File: config.mk
export PLATFORM = sky130hd
export DESIGN_NAME = exu_dispatch
export DESIGN_NICKNAME = d
export VERILOG_FILES = /design/src/rtl/exu_pkg.sv /design/src/rtl/exu_dispatch.sv
export SDC_FILE = /design/constraint.sdc
export NUM_CORES = 1
export LEC_CHECK = 0
export ABC_CLOCK_PERIOD_IN_PS = 800
export BUFFER_PORTS_ARGS = -buffer_cell sky130_fd_sc_hd__buf_2
export CORE_AREA = 2 2 100 102
export CTS_CLUSTER_DIAMETER = 200
export DETAILED_ROUTE_END_ITERATION = 7
export DIE_AREA = 0 0 102 104
export GPL_TIMING_DRIVEN = 0
export MAX_ROUTING_LAYER = met4
export PLACE_DENSITY = 0.66
export SKIP_LAST_GASP = 1
export SLEW_MARGIN = 25
export SYNTH_ARGS = -nofsm -noshare
export SYNTH_HDL_FRONTEND = slang
export SYNTH_SLANG_ARGS = --single-unit
export TNS_END_PERCENT = 10
File: constraint.sdc
create_clock -name clk -period 0.8 [get_ports clk]
set_input_delay 0.16 -clock clk [delete_from_list [all_inputs] [get_ports clk]]
set_output_delay 0.16 -clock clk [all_outputs]
set_load 0.01 [all_outputs]
File: src/rtl/exu_pkg.sv
`default_nettype none

package exu_pkg;

   //////////////////////////////
   // widths
   //////////////////////////////
   localparam int xlen       = 32;
   localparam int reg_addr_w = 5;
   localparam int reg_count  = 1 << reg_addr_w;
   localparam int shamt_w    = $clog2(xlen);
   localparam int op_w       = 4;

   typedef logic [xlen-1:0]       data_t;
   typedef logic [reg_addr_w-1:0] reg_addr_t;

   //////////////////////////////
   // unit classes and op codes
   //////////////////////////////
   typedef enum logic [1:0] {
      unit_alu = 2'd0,
      unit_mul = 2'd1,
      unit_lsu = 2'd2
   } unit_e;

   // alu_lui passes operand b through
   typedef enum logic [op_w-1:0] {
      alu_add  = 4'd0,
      alu_sub  = 4'd1,
      alu_and  = 4'd2,
      alu_or   = 4'd3,
      alu_xor  = 4'd4,
      alu_slt  = 4'd5,
      alu_sltu = 4'd6,
      alu_sll  = 4'd7,
      alu_srl  = 4'd8,
      alu_sra  = 4'd9,
      alu_lui  = 4'd10
   } alu_op_e;

   typedef enum logic [1:0] {
      mul_lo = 2'd0,
      mul_hs = 2'd1,
      mul_hu = 2'd2
   } mul_op_e;

   typedef enum logic {
      lsu_load  = 1'b0,
      lsu_store = 1'b1
   } lsu_op_e;

endpackage

`default_nettype wire

File: src/rtl/exu_dispatch.sv
`default_nettype none
`timescale 1ns/1ps

module exu_dispatch (
   input  logic                       clk,
   input  logic                       arst_n,
   input  logic                       issue_valid,
   input  exu_pkg::unit_e             issue_unit,
   input  logic [exu_pkg::op_w-1:0]   issue_op,
   input  exu_pkg::reg_addr_t         issue_rd,
   input  exu_pkg::reg_addr_t         issue_rs1,
   input  exu_pkg::reg_addr_t         issue_rs2,
   input  exu_pkg::data_t             issue_imm,
   input  logic                       issue_use_imm,
   input  logic                       issue_wen,
   input  exu_pkg::data_t             rf_rs1_data,
   input  exu_pkg::data_t             rf_rs2_data,
   output exu_pkg::reg_addr_t         rf_rs1,
   output exu_pkg::reg_addr_t         rf_rs2,
   input  logic                       lsu_finish,
   output logic                       stall,
   output logic                       alu_valid_e,
   output logic                       mul_valid_e,
   output logic                       lsu_valid,
   output logic [exu_pkg::op_w-1:0]   op_e,
   output exu_pkg::reg_addr_t         rd_e,
   output logic                       wen_e,
   output exu_pkg::reg_addr_t         rs1_e,
   output exu_pkg::reg_addr_t         rs2_e,
   output logic                       use_imm_e,
   output exu_pkg::data_t             a_e,
   output exu_pkg::data_t             b_e,
   output exu_pkg::data_t             imm_e
);
   import exu_pkg::*;

   logic  alu_disp_d;
   logic  mul_disp_d;
   logic  lsu_disp_d;
   logic  mem_pend;
   data_t b_d;

   // per-unit dispatch from the class field
   assign alu_disp_d = issue_valid & (issue_unit == unit_alu);
   assign mul_disp_d = issue_valid & (issue_unit == unit_mul);
   assign lsu_disp_d = issue_valid & (issue_unit == unit_lsu);

   assign rf_rs1 = issue_rs1;
   assign rf_rs2 = issue_rs2;

   // immediate replaces rs2
   assign b_d = issue_use_imm ? issue_imm : rf_rs2_data;

   //////////////////////////////
   // D to E
   //////////////////////////////
   always_ff @(posedge clk or negedge arst_n) begin
      if (!arst_n) begin
         alu_valid_e <= 1'b0;
         mul_valid_e <= 1'b0;
         lsu_valid   <= 1'b0;
         wen_e       <= 1'b0;
      end else begin
         alu_valid_e <= alu_disp_d;
         mul_valid_e <= mul_disp_d;
         lsu_valid   <= lsu_disp_d;
         wen_e       <= issue_valid & issue_wen;
      end
   end

   always_ff @(posedge clk) begin
      op_e      <= issue_op;
      rd_e      <= issue_rd;
      rs1_e     <= issue_rs1;
      rs2_e     <= issue_rs2;
      use_imm_e <= issue_use_imm;
      a_e       <= rf_rs1_data;
      b_e       <= b_d;
      imm_e     <= issue_imm;
   end

   // outstanding memory op, held until the lsu reports back
   always_ff @(posedge clk or negedge arst_n) begin
      if (!arst_n) begin
         mem_pend <= 1'b0;
      end else begin
         mem_pend <= lsu_disp_d | (mem_pend & ~lsu_finish);
      end
   end

   // raised in the issue cycle itself, dropped after finish
   assign stall = mem_pend | lsu_disp_d;

endmodule

`default_nettype wire

==> results.cfg, run 1 <==
[status]
status = did not finish
stop_stage = clock tree synthesis
error = [ERROR RSZ-0060] Max buffer count reached.

[logic_synthesis]
synth_top_family_by_area = multiplexers
synthSimpleGateAreaFrac = 0.0109
seq_area_frac_synth = 0.786
synth_top_area_frac = 0.746
syn_area_um2 = 3110
synth_area_per_cell_um2 = 17.8
synth_warnings = 0
synth_cells = 175
synth_xor_area_frac = 0
synth.distinct_cells = 14
synthMuxAreaShare = 0.152
ys_top_cells_by_area = dfxtp_1, mux2_4, dfrtp_1
synth-seq-cells = 121
synth_compound_area_frac = 0.00161
synth_nets = 298
yosys.area_share.adder = 0
yosys.area.top_type = dfxtp_1

[cts]
cts_buffers = 17
htree_levels = 4
clock-root-buffer = clkbuf_8
clk_path_buf_depth = 2
cts_resized = 12
hold_buffers = 119
cts.sinks = 121
post_cts_buffers = 0

[floorplan]
start_util = 0.326
pin_count = 254
die_h_um = 104
die_x_um = 102
num_rows = 36

[place]
place_inst = 561
hpwl_mm = 5.99
gp_congestion = 0.755
io_buffers = 253
## synth_stat cells
library cell  count
dfxtp_1         116
mux2_4           30
buf_4            10
dfrtp_1           5
buf_12            3
inv_1             2
mux2_2            2
and2_1            1
and3b_1           1
buf_6             1
nand2_1           1
nand3b_1          1
nor3b_1           1
o21ai_0           1
## stage by stage
step                utilization  cell area, um^2  worst slack (ps)  setup TNS, ps
detailed placement        0.477             4550              -198          -5640
global placement          0.477             4550              -187          -5420
floorplan                     -             3120             -15.5           -464
## cells by family after synthesis
family,count (synthesis)
AOI/OAI and AO/OA,1
muxes,32
DFF,121
buffers and inverters,16
and+or+nand+nor,5
==> run 2, diff against run 1 <==
- CORE_AREA: 2 2 100 102 -> unset
- CORE_UTILIZATION: unset -> 25
- CTS_CLUSTER_DIAMETER: 200 -> unset
- DIE_AREA: 0 0 102 104 -> unset
- MAX_ROUTING_LAYER: met4 -> unset
- PLACE_DENSITY: 0.66 -> unset
- PLACE_DENSITY_LB_ADDON: unset -> 0.15
==> results.cfg, run 2 <==
[logic_synthesis]
syn_area_um2 = 3110
synth_nets = 298
synthFlopType = dfxtp_1
synth_common_cells = dfxtp_1, mux2_4, buf_4
synth_top_area_frac = 0.746
synthMostInstantiatedCell = dfxtp_1
synth_warnings = 0
synth-seq-cells = 121
ys_top_cells_by_area = dfxtp_1, mux2_4, dfrtp_1
async_flop_share = 0.0413
synth.distinct_cells = 14
synth_cells = 175
yosys.area.top_type = dfxtp_1
synth_edf_count = 0
seq_area_frac_synth = 0.786
synth_area_per_cell_um2 = 17.8

[min_path]
worstHoldPathType = in2reg

[worst_setup_path]
path_cells = inv_2 > nand2_1 > buf_2
max_stage_delay_ps = 370
critical_path_arrival_ps = 1000
crit_family = flip-flops
worstPathRequired_ps = 640
ff2ff_setup_slack_ps = 80
worst-path-buf-inv = 2
start_kind = register
worst_setup_path_end_kind = output port
cp_max_fo = 2
crit_path_top_delay_cell = dfrtp_1
critPathKind = reg2out

[timing]
hold_violations = 0
fin_tns_setup_ps = -23210
min_period_over_period = 1.45
max_freq_ghz = 0.861
worst_slack_ps = -361
relSlewSlack = 0.879
setup_viol = 121
min_period_ps = 1160
worstMarginPinSlew_ps = 181
finalMaxSlewViolations = 0
rsz0062_at_grt = true
fin_worst_skew_ps = 0
hold_ws_ps = 32.3

[place]
post_dp_cell_area_um2 = 4600
gp_congestion = 0.655
io_buffers = 253
hpwl_mm = 5.78

[status]
status = finished with violations
violations = negative setup slack

[global_route]
antenna_found_initial = 1
grt_usage = 0.137
grt_pass1_wl_mm = 13.0
gr-total-overflow = 0
grt_pass1_vias = 2780
grt_max_degree = 17

[routing]
route.met3.wl_um = 847
drtIter0Drc = 53
drt-total-wl_mm = 9.09
route.detailed.drc = 0
viasPerCell = 3.72
wl_met1_mm = 3.16
vias = 2797
drtAntennaViolNets = 0
wire_per_inst_um = 12.1
dr.pass1.iters = 4
wl_met2_mm = 4.75
dr.max_layer_used = met5

[power_and_ir_drop]
p_sw_mw = 3.35
clock_power_share = 0.487
p_seq_frac = 0.401
p_int_mw = 12.9
p_leak_nw = 3.26
design_power_total_mw = 16.2
power.density_nw_per_um2 = 2470
power_frac_comb = 0.112
peakVddDrop_v = 0.00108
swShare = 0.206

[cts]
clock-root-buffer = clkbuf_16
clkLatencyLatePin_ps = 400
cts_buffers = 17
cts.sinks = 121
cts_tree = built
clk_path_buf_depth = 2
htree_levels = 4
clkSlewWorstSetupHoldPaths_ps = 50

[final_layout]
syn2layout_area_growth_pct = 111
fin_util = 0.544
most-common-layout-cells = buf_2, dlygate4sd3_1, dfxtp_1
fin_area_um2 = 6560
top_regs = a_e: 32 flops, b_e: 32 flops, imm_e: 32 flops
final_common_cell = buf_2
drive_above_1_share = 0.588
fin_nets = 693

[floorplan]
core-area_um2 = 12100
pin_count = 254
die_h_um = 114
die_area_um2 = 12900
start_util = 0.258
die_x_um = 114
num_rows = 40

[flow_run]
drv_cap = 0
run 2: area by class of cell:
| type | instances | area (um^2) |
|---|---|---|
| Multi-Input combinational cell | 38 | 512 |
| Antenna cell | 1 | 2.50 |
| Inverter | 2 | 7.51 |
| Fill cell | 1036 | 5500 |
| Sequential cell | 121 | 2460 |
| Tap cell | 168 | 210 |
| Clock inverter | 11 | 171 |
| Buffer | 14 | 155 |
| Timing Repair Buffer | 376 | 2590 |
| Clock buffer | 21 | 450 |
run 2: cell families after synthesis:
logic type | count (synthesis) | share of synthesized area
and+or+nand+nor | 5 | 0.0109
muxes | 32 | 0.152
buffers and inverters | 16 | 0.0494
AOI/OAI and AO/OA | 1 | 0.00161
DFF | 121 | 0.786
run 2: power by group through the flow:
stage	clock network, mW	logic [mW]	registers [mW]
detailed placement	0	1.30	6.61
finish	7.89	1.81	6.50
floorplan	0	0.347	6.82
CTS	8.11	1.79	6.49
global placement	0	1.29	6.60
global route	8.40	1.94	6.53
run 2: metal layers:
| metal | track usage | vias up |
|---|---|---|
| li1 | - | 1356 |
| met4 | 0.0947 | 2 |
| met2 | 0.250 | 161 |
| met5 | 0 | - |
| met1 | 0.118 | 1252 |
| met3 | 0.0627 | 26 |
run 2: what timing repair did:
item | 4_1_cts | 5_1_grt
buffers inserted | 0 | 1
endpoints found under the setup margin | 121 | 121
gates resized for setup | 13 | 18
endpoints found under the hold margin | 124 | 0
hold buffers | 122 | 0
run 2: metrics by stage:
| stage | cells | setup WS, ps |
|---|---|---|
| 2_1_floorplan | 175 | -15.5 |
| 3_3_place_gp | 596 | -183 |
| 3_5_place_dp | 596 | -192 |
| 4_1_cts | 750 | -400 |
| 5_1_grt | 752 | -430 |
| 6_report | 752 | -361 |
run 2: path summary, 6_finish.rpt:
check / start / endpoint / depth (start not counted)
min in group asynchronous: arst_n / mem_pend / 2
worst min-delay path: issue_unit[0] / mul_valid_e / 2
worst min register to register: mem_pend / mem_pend / 3
max in group asynchronous: arst_n / mul_valid_e / 2
worst max-delay path: mem_pend / stall / 3
worst max register to register: mem_pend / mem_pend / 3
run 2: worst reg2reg max path, stage by stage, from the launching register on:
cell and delay, ps:
dfrtp_1 340, inv_2 40, buf_4 110, o21ai_0 150
Power figures use the tool's default switching activity.
==> run 3, diff against run 2 <==
--- a/constraint.sdc
+++ b/constraint.sdc
@@ -3,2 +3,2 @@
 set_output_delay 0.16 -clock clk [all_outputs]
-set_load 0.01 [all_outputs]
+set_load 0.05 [all_outputs]
==> results.cfg, run 3 (synthesis gave the netlist of run 2 again) <==
[status]
status = finished with violations
violations = negative setup slack

[cts]
cts.sinks = 121
clkLatencyLatePin_ps = 400
cts_buffers = 17
clk_path_buf_depth = 2
clkSlewWorstSetupHoldPaths_ps = 50
clock-root-buffer = clkbuf_16
htree_levels = 4
cts_tree = built

[power_and_ir_drop]
clock_power_share = 0.428
power_frac_comb = 0.184
power.density_nw_per_um2 = 2530
p_leak_nw = 3.28
peakVddDrop_v = 0.00112
p_int_mw = 12.4
swShare = 0.264
p_seq_frac = 0.388
p_sw_mw = 4.44

[routing]
dr.pass1.iters = 4
viasPerCell = 3.71
route.detailed.drc = 0
drtIter0Drc = 64
drt-total-wl_mm = 9.29
drtAntennaViolNets = 0
wire_per_inst_um = 12.3
vias = 2787

[timing]
min_period_over_period = 1.50
worstMarginPinSlew_ps = 280
fin_worst_skew_ps = 0
min_period_ps = 1200
setup_viol = 123
hold_violations = 0
rsz0062_at_grt = true
worst_slack_ps = -396
max_freq_ghz = 0.836
finalMaxSlewViolations = 0
relSlewSlack = 0.815

[place]
hpwl_mm = 5.80
io_buffers = 253
place_inst = 596
gp_congestion = 0.707

[final_layout]
fin_cells = 752
fin_util = 0.550
top_regs = a_e: 32 flops, b_e: 32 flops, imm_e: 32 flops
final_common_cell = buf_2
drive_above_1_share = 0.596
syn2layout_area_growth_pct = 113
most-common-layout-cells = buf_2, dlygate4sd3_1, dfxtp_1
diodes = 0
fin_nets = 694

[floorplan]
start_util = 0.258
pin_count = 254
die_area_um2 = 12900
die_x_um = 114
die_h_um = 114
core-area_um2 = 12100
num_rows = 40

[worst_setup_path]
worst_setup_path_end_kind = output port
critPathKind = reg2out
crit_family = flip-flops
worstPathRequired_ps = 640
start_kind = register
critical_path_arrival_ps = 1040
max_stage_delay_ps = 370
path_cells = inv_2 > nand2_2 > buf_8
cp_max_fo = 2
crit_path_top_delay_cell = dfrtp_1
worst-path-buf-inv = 2

[global_route]
gr-total-overflow = 0
grt_pass1_wl_mm = 13.7
grt_usage = 0.146
antenna_found_initial = 0
grt_pass1_vias = 2981
grt_max_degree = 17

[min_path]
worstHoldPathType = in2reg

[flow_run]
drv_cap = 0
[run 3: power groups by stage]
stage                     Sequential, mW  Combinational [mW]  Clock (mW)
final                               6.53                3.10        7.19
after global placement              6.60                2.49           0
after detailed placement            6.61                2.50           0
after global routing                6.56                3.23        7.73
after floorplan                     7.91               0.448           0
after CTS                           6.51                3.04        7.44
[run 3: worst paths after layout]
path	startpoint	end	slack (ps)	cells after the start
worst min-delay path	issue_unit[1]	mul_valid_e	50	2
worst max-delay path	mem_pend	stall	-400	3
max in group asynchronous	arst_n	mem_pend	580	2
worst max register to register	mem_pend	mem_pend	80	3
worst min register to register	mem_pend	mem_pend	640	3
min in group asynchronous	arst_n	wen_e	100	2
[run 3: timing repair]
item,CTS,global route
setup endpoints to repair,121,121
endpoints found under the hold margin,124,0
gates resized for setup,43,51
pin swaps,0,0
buffers inserted,0,1
hold buffers,123,0
[run 3: metal layers]
metal,vias to the layer above,global-route usage,part of all wire
li1,1359,-,-
met2,163,0.276,0.56
met4,0,0.0807,0.014
met5,-,0,0
met1,1253,0.124,0.33
met3,12,0.0701,0.093
[run 3: per-stage QoR]
stage | instance area (um^2) | TNS [ps] | setup slack, ps | total power [mW] | hold slack, ps
after global placement | 4600 | -5490 | -183 | 9.09 | -22.0
after CTS | 6520 | -41100 | -417 | 17.0 | 19.4
after global routing | 6640 | -42830 | -451 | 17.5 | 21.9
final | 6640 | -36910 | -396 | 16.8 | 49.5
after floorplan | 3120 | -464 | -15.5 | 8.36 | -136
after detailed placement | 4600 | -5730 | -204 | 9.11 | -20.0
[run 3: cell type report]
| class | count | area (um^2) |
|---|---|---|
| Multi-Input combinational cell | 38 | 514 |
| Buffer | 14 | 155 |
| Tap cell | 168 | 210 |
| Clock buffer | 24 | 472 |
| Clock inverter | 8 | 95.1 |
| Fill cell | 1009 | 5420 |
| Timing Repair Buffer | 377 | 2710 |
| Sequential cell | 121 | 2470 |
| Inverter | 2 | 7.51 |
==> run 4, diff against run 3 <==
- ABC_AREA: unset -> 1
==> results.cfg, run 4 <==
[cts]
clkLatencyLatePin_ps = 400
clk_path_buf_depth = 2
cts_tree = built
cts.sinks = 121
clock-root-buffer = clkbuf_16
htree_levels = 4
clkSlewWorstSetupHoldPaths_ps = 50
cts_buffers = 17

[final_layout]
fin_nets = 766
diodes = 0
final_common_cell = buf_2
fillCellCount = 1082
drive_above_1_share = 0.534
multi_input_area_um2 = 428
seqCellArea_um2 = 2470
fin_util = 0.552
syn2layout_area_growth_pct = 111
most-common-layout-cells = buf_2, dlygate4sd3_1, dfxtp_1
top_regs = a_e: 32 flops, b_e: 32 flops, imm_e: 32 flops

[logic_synthesis]
syn_area_um2 = 3190
synthFlopType = dfxtp_1
synth.distinct_cells = 13
synth_cells = 248
synthMostInstantiatedCell = dfxtp_1
synth_area_per_cell_um2 = 12.9
async_flop_share = 0.0413
synth_edf_count = 0
yosys.area.top_type = dfxtp_1
synth_warnings = 0
ys_top_cells_by_area = dfxtp_1, o21ai_2, inv_1
seq_area_frac_synth = 0.767
synth_top_area_frac = 0.728
synth-seq-cells = 121
synth_common_cells = dfxtp_1, inv_1, nand2_1
synth_nets = 371

[timing]
setup_viol = 121
fin_tns_setup_ps = -37340
worstMarginPinSlew_ps = 276
finalMaxSlewViolations = 0
relSlewSlack = 0.818
min_period_over_period = 1.54
fin_worst_skew_ps = 0
rsz0062_at_grt = true
hold_ws_ps = 78.7
worst_slack_ps = -431
min_period_ps = 1230
hold_violations = 0
max_freq_ghz = 0.812

[power_and_ir_drop]
p_leak_nw = 3.40
power.density_nw_per_um2 = 2590
peakVddDrop_v = 0.00161

[worst_setup_path]
r2r_start = mem_pend
critPathKind = reg2out
rr_worst_depth = 2
ff2ff_setup_slack_ps = 190
start_kind = register
cp_max_fo = 2
worstPathRequired_ps = 640
r2r-end = mem_pend
worst_setup_path_end_kind = output port
critical_path_arrival_ps = 1070
cp-endpoint = stall
crit_start = mem_pend

[routing]
viasPerCell = 3.75
wire_per_inst_um = 12.5
vias = 3092
drtIter0Drc = 94
wl_met1_mm = 3.62
drt-total-wl_mm = 10.3
drtAntennaViolNets = 0
wl_met2_mm = 5.59
dr.pass1.iters = 5
route.met3.wl_um = 983
dr.max_layer_used = met4
route.detailed.drc = 0

[global_route]
antenna_found_initial = 0
grt_usage = 0.151
grt_pass1_wl_mm = 14.7
grt_max_degree = 17
gr-total-overflow = 0
grt_pass1_vias = 3133

[status]
status = finished with violations
violations = negative setup slack

[place]
io_buffers = 253
hpwl_mm = 6.62
gp_congestion = 0.648
pre_cts_ws_ps = -166

[flow_run]
drv_cap = 0

[min_path]
worstHoldPathType = in2reg

[floorplan]
die_h_um = 115
die_area_um2 = 13200
pin_count = 254
num_rows = 40
die_x_um = 115
core-area_um2 = 12200
start_util = 0.261
run 4: changes by cell type after synthesis, sizes merged:
cell,previous run,this run
o21ai,1,32
nand3,0,1
nor2,0,2
nand3b,1,0
nand2,1,37
mux2,32,0
nor3b,1,0
buf,14,17
inv,2,38
and3b,1,0
and2,1,0
run 4: how the worst min path moves through the flow:
stage | startpoint | endpoint | slack, ps | cells past startpoint
floorplan | arst_n | alu_valid_e | -140 | 0
global placement | arst_n | wen_e | -20 | 1
detailed placement | arst_n | wen_e | -10 | 1
CTS | issue_unit[1] | lsu_valid | 50 | 3
global route | issue_unit[1] | lsu_valid | 80 | 3
finish | issue_unit[1] | lsu_valid | 80 | 3
run 4: repair_timing:
action / in CTS / in global routing
endpoints found under the setup margin: 121 / 121
hold buffers: 123 / 0
hold endpoints to repair: 125 / 0
buffers inserted: 0 / 0
gates resized for setup: 41 / 48
pin swaps: 0 / 0
run 4: worst max-delay path, cell delays in order (launching register included):
cell and delay, ps:
dfrtp_1 380, inv_1 70, nand2_2 70, buf_6 160
run 4: report_power, final:
group	internal (mW)	total, mW	leakage, nW	switching (mW)
Combinational	1.16	3.11	2.06	1.96
Sequential	6.42	6.52	1.05	0.107
Clock	5.15	7.79	0.289	2.65
run 4: cell families (layout without fill, tap and decap cells):
group                  Yosys count  count (layout)  share of synthesized area
AO/OA/AOI/OAI                   32              32                     0.0843
buffers and inverters           55             463                     0.0993
AND/OR/NAND/NOR                 40              40                     0.0490
flip-flops                     121             121                      0.767
run 4: area by class of cell:
type / count / area share
Multi-Input combinational cell: 72 / 0.0635
Inverter: 38 / 0.0212
Timing Repair Buffer: 376 / 0.400
Buffer: 17 / 0.0258
Sequential cell: 121 / 0.367
Tap cell: 168 / 0.0312
Clock inverter: 10 / 0.0212
Clock buffer: 22 / 0.0704
run 4: per-stage QoR:
| stage | area (um^2) | std cells | power (mW) |
|---|---|---|---|
| global placement | 4670 | 669 | 9.11 |
| global route | 6740 | 824 | 18.1 |
| CTS | 6630 | 824 | 17.5 |
| floorplan | 3190 | 248 | 8.35 |
| detailed placement | 4670 | 669 | 9.13 |
| finish | 6740 | 824 | 17.4 |
run 4: per-layer routing:
| layer | track usage | vias to the layer above |
|---|---|---|
| met2 | 0.286 | 146 |
| met3 | 0.0738 | 11 |
| li1 | - | 1539 |
| met4 | 0.0623 | 0 |
| met1 | 0.136 | 1396 |
| met5 | 0 | - |
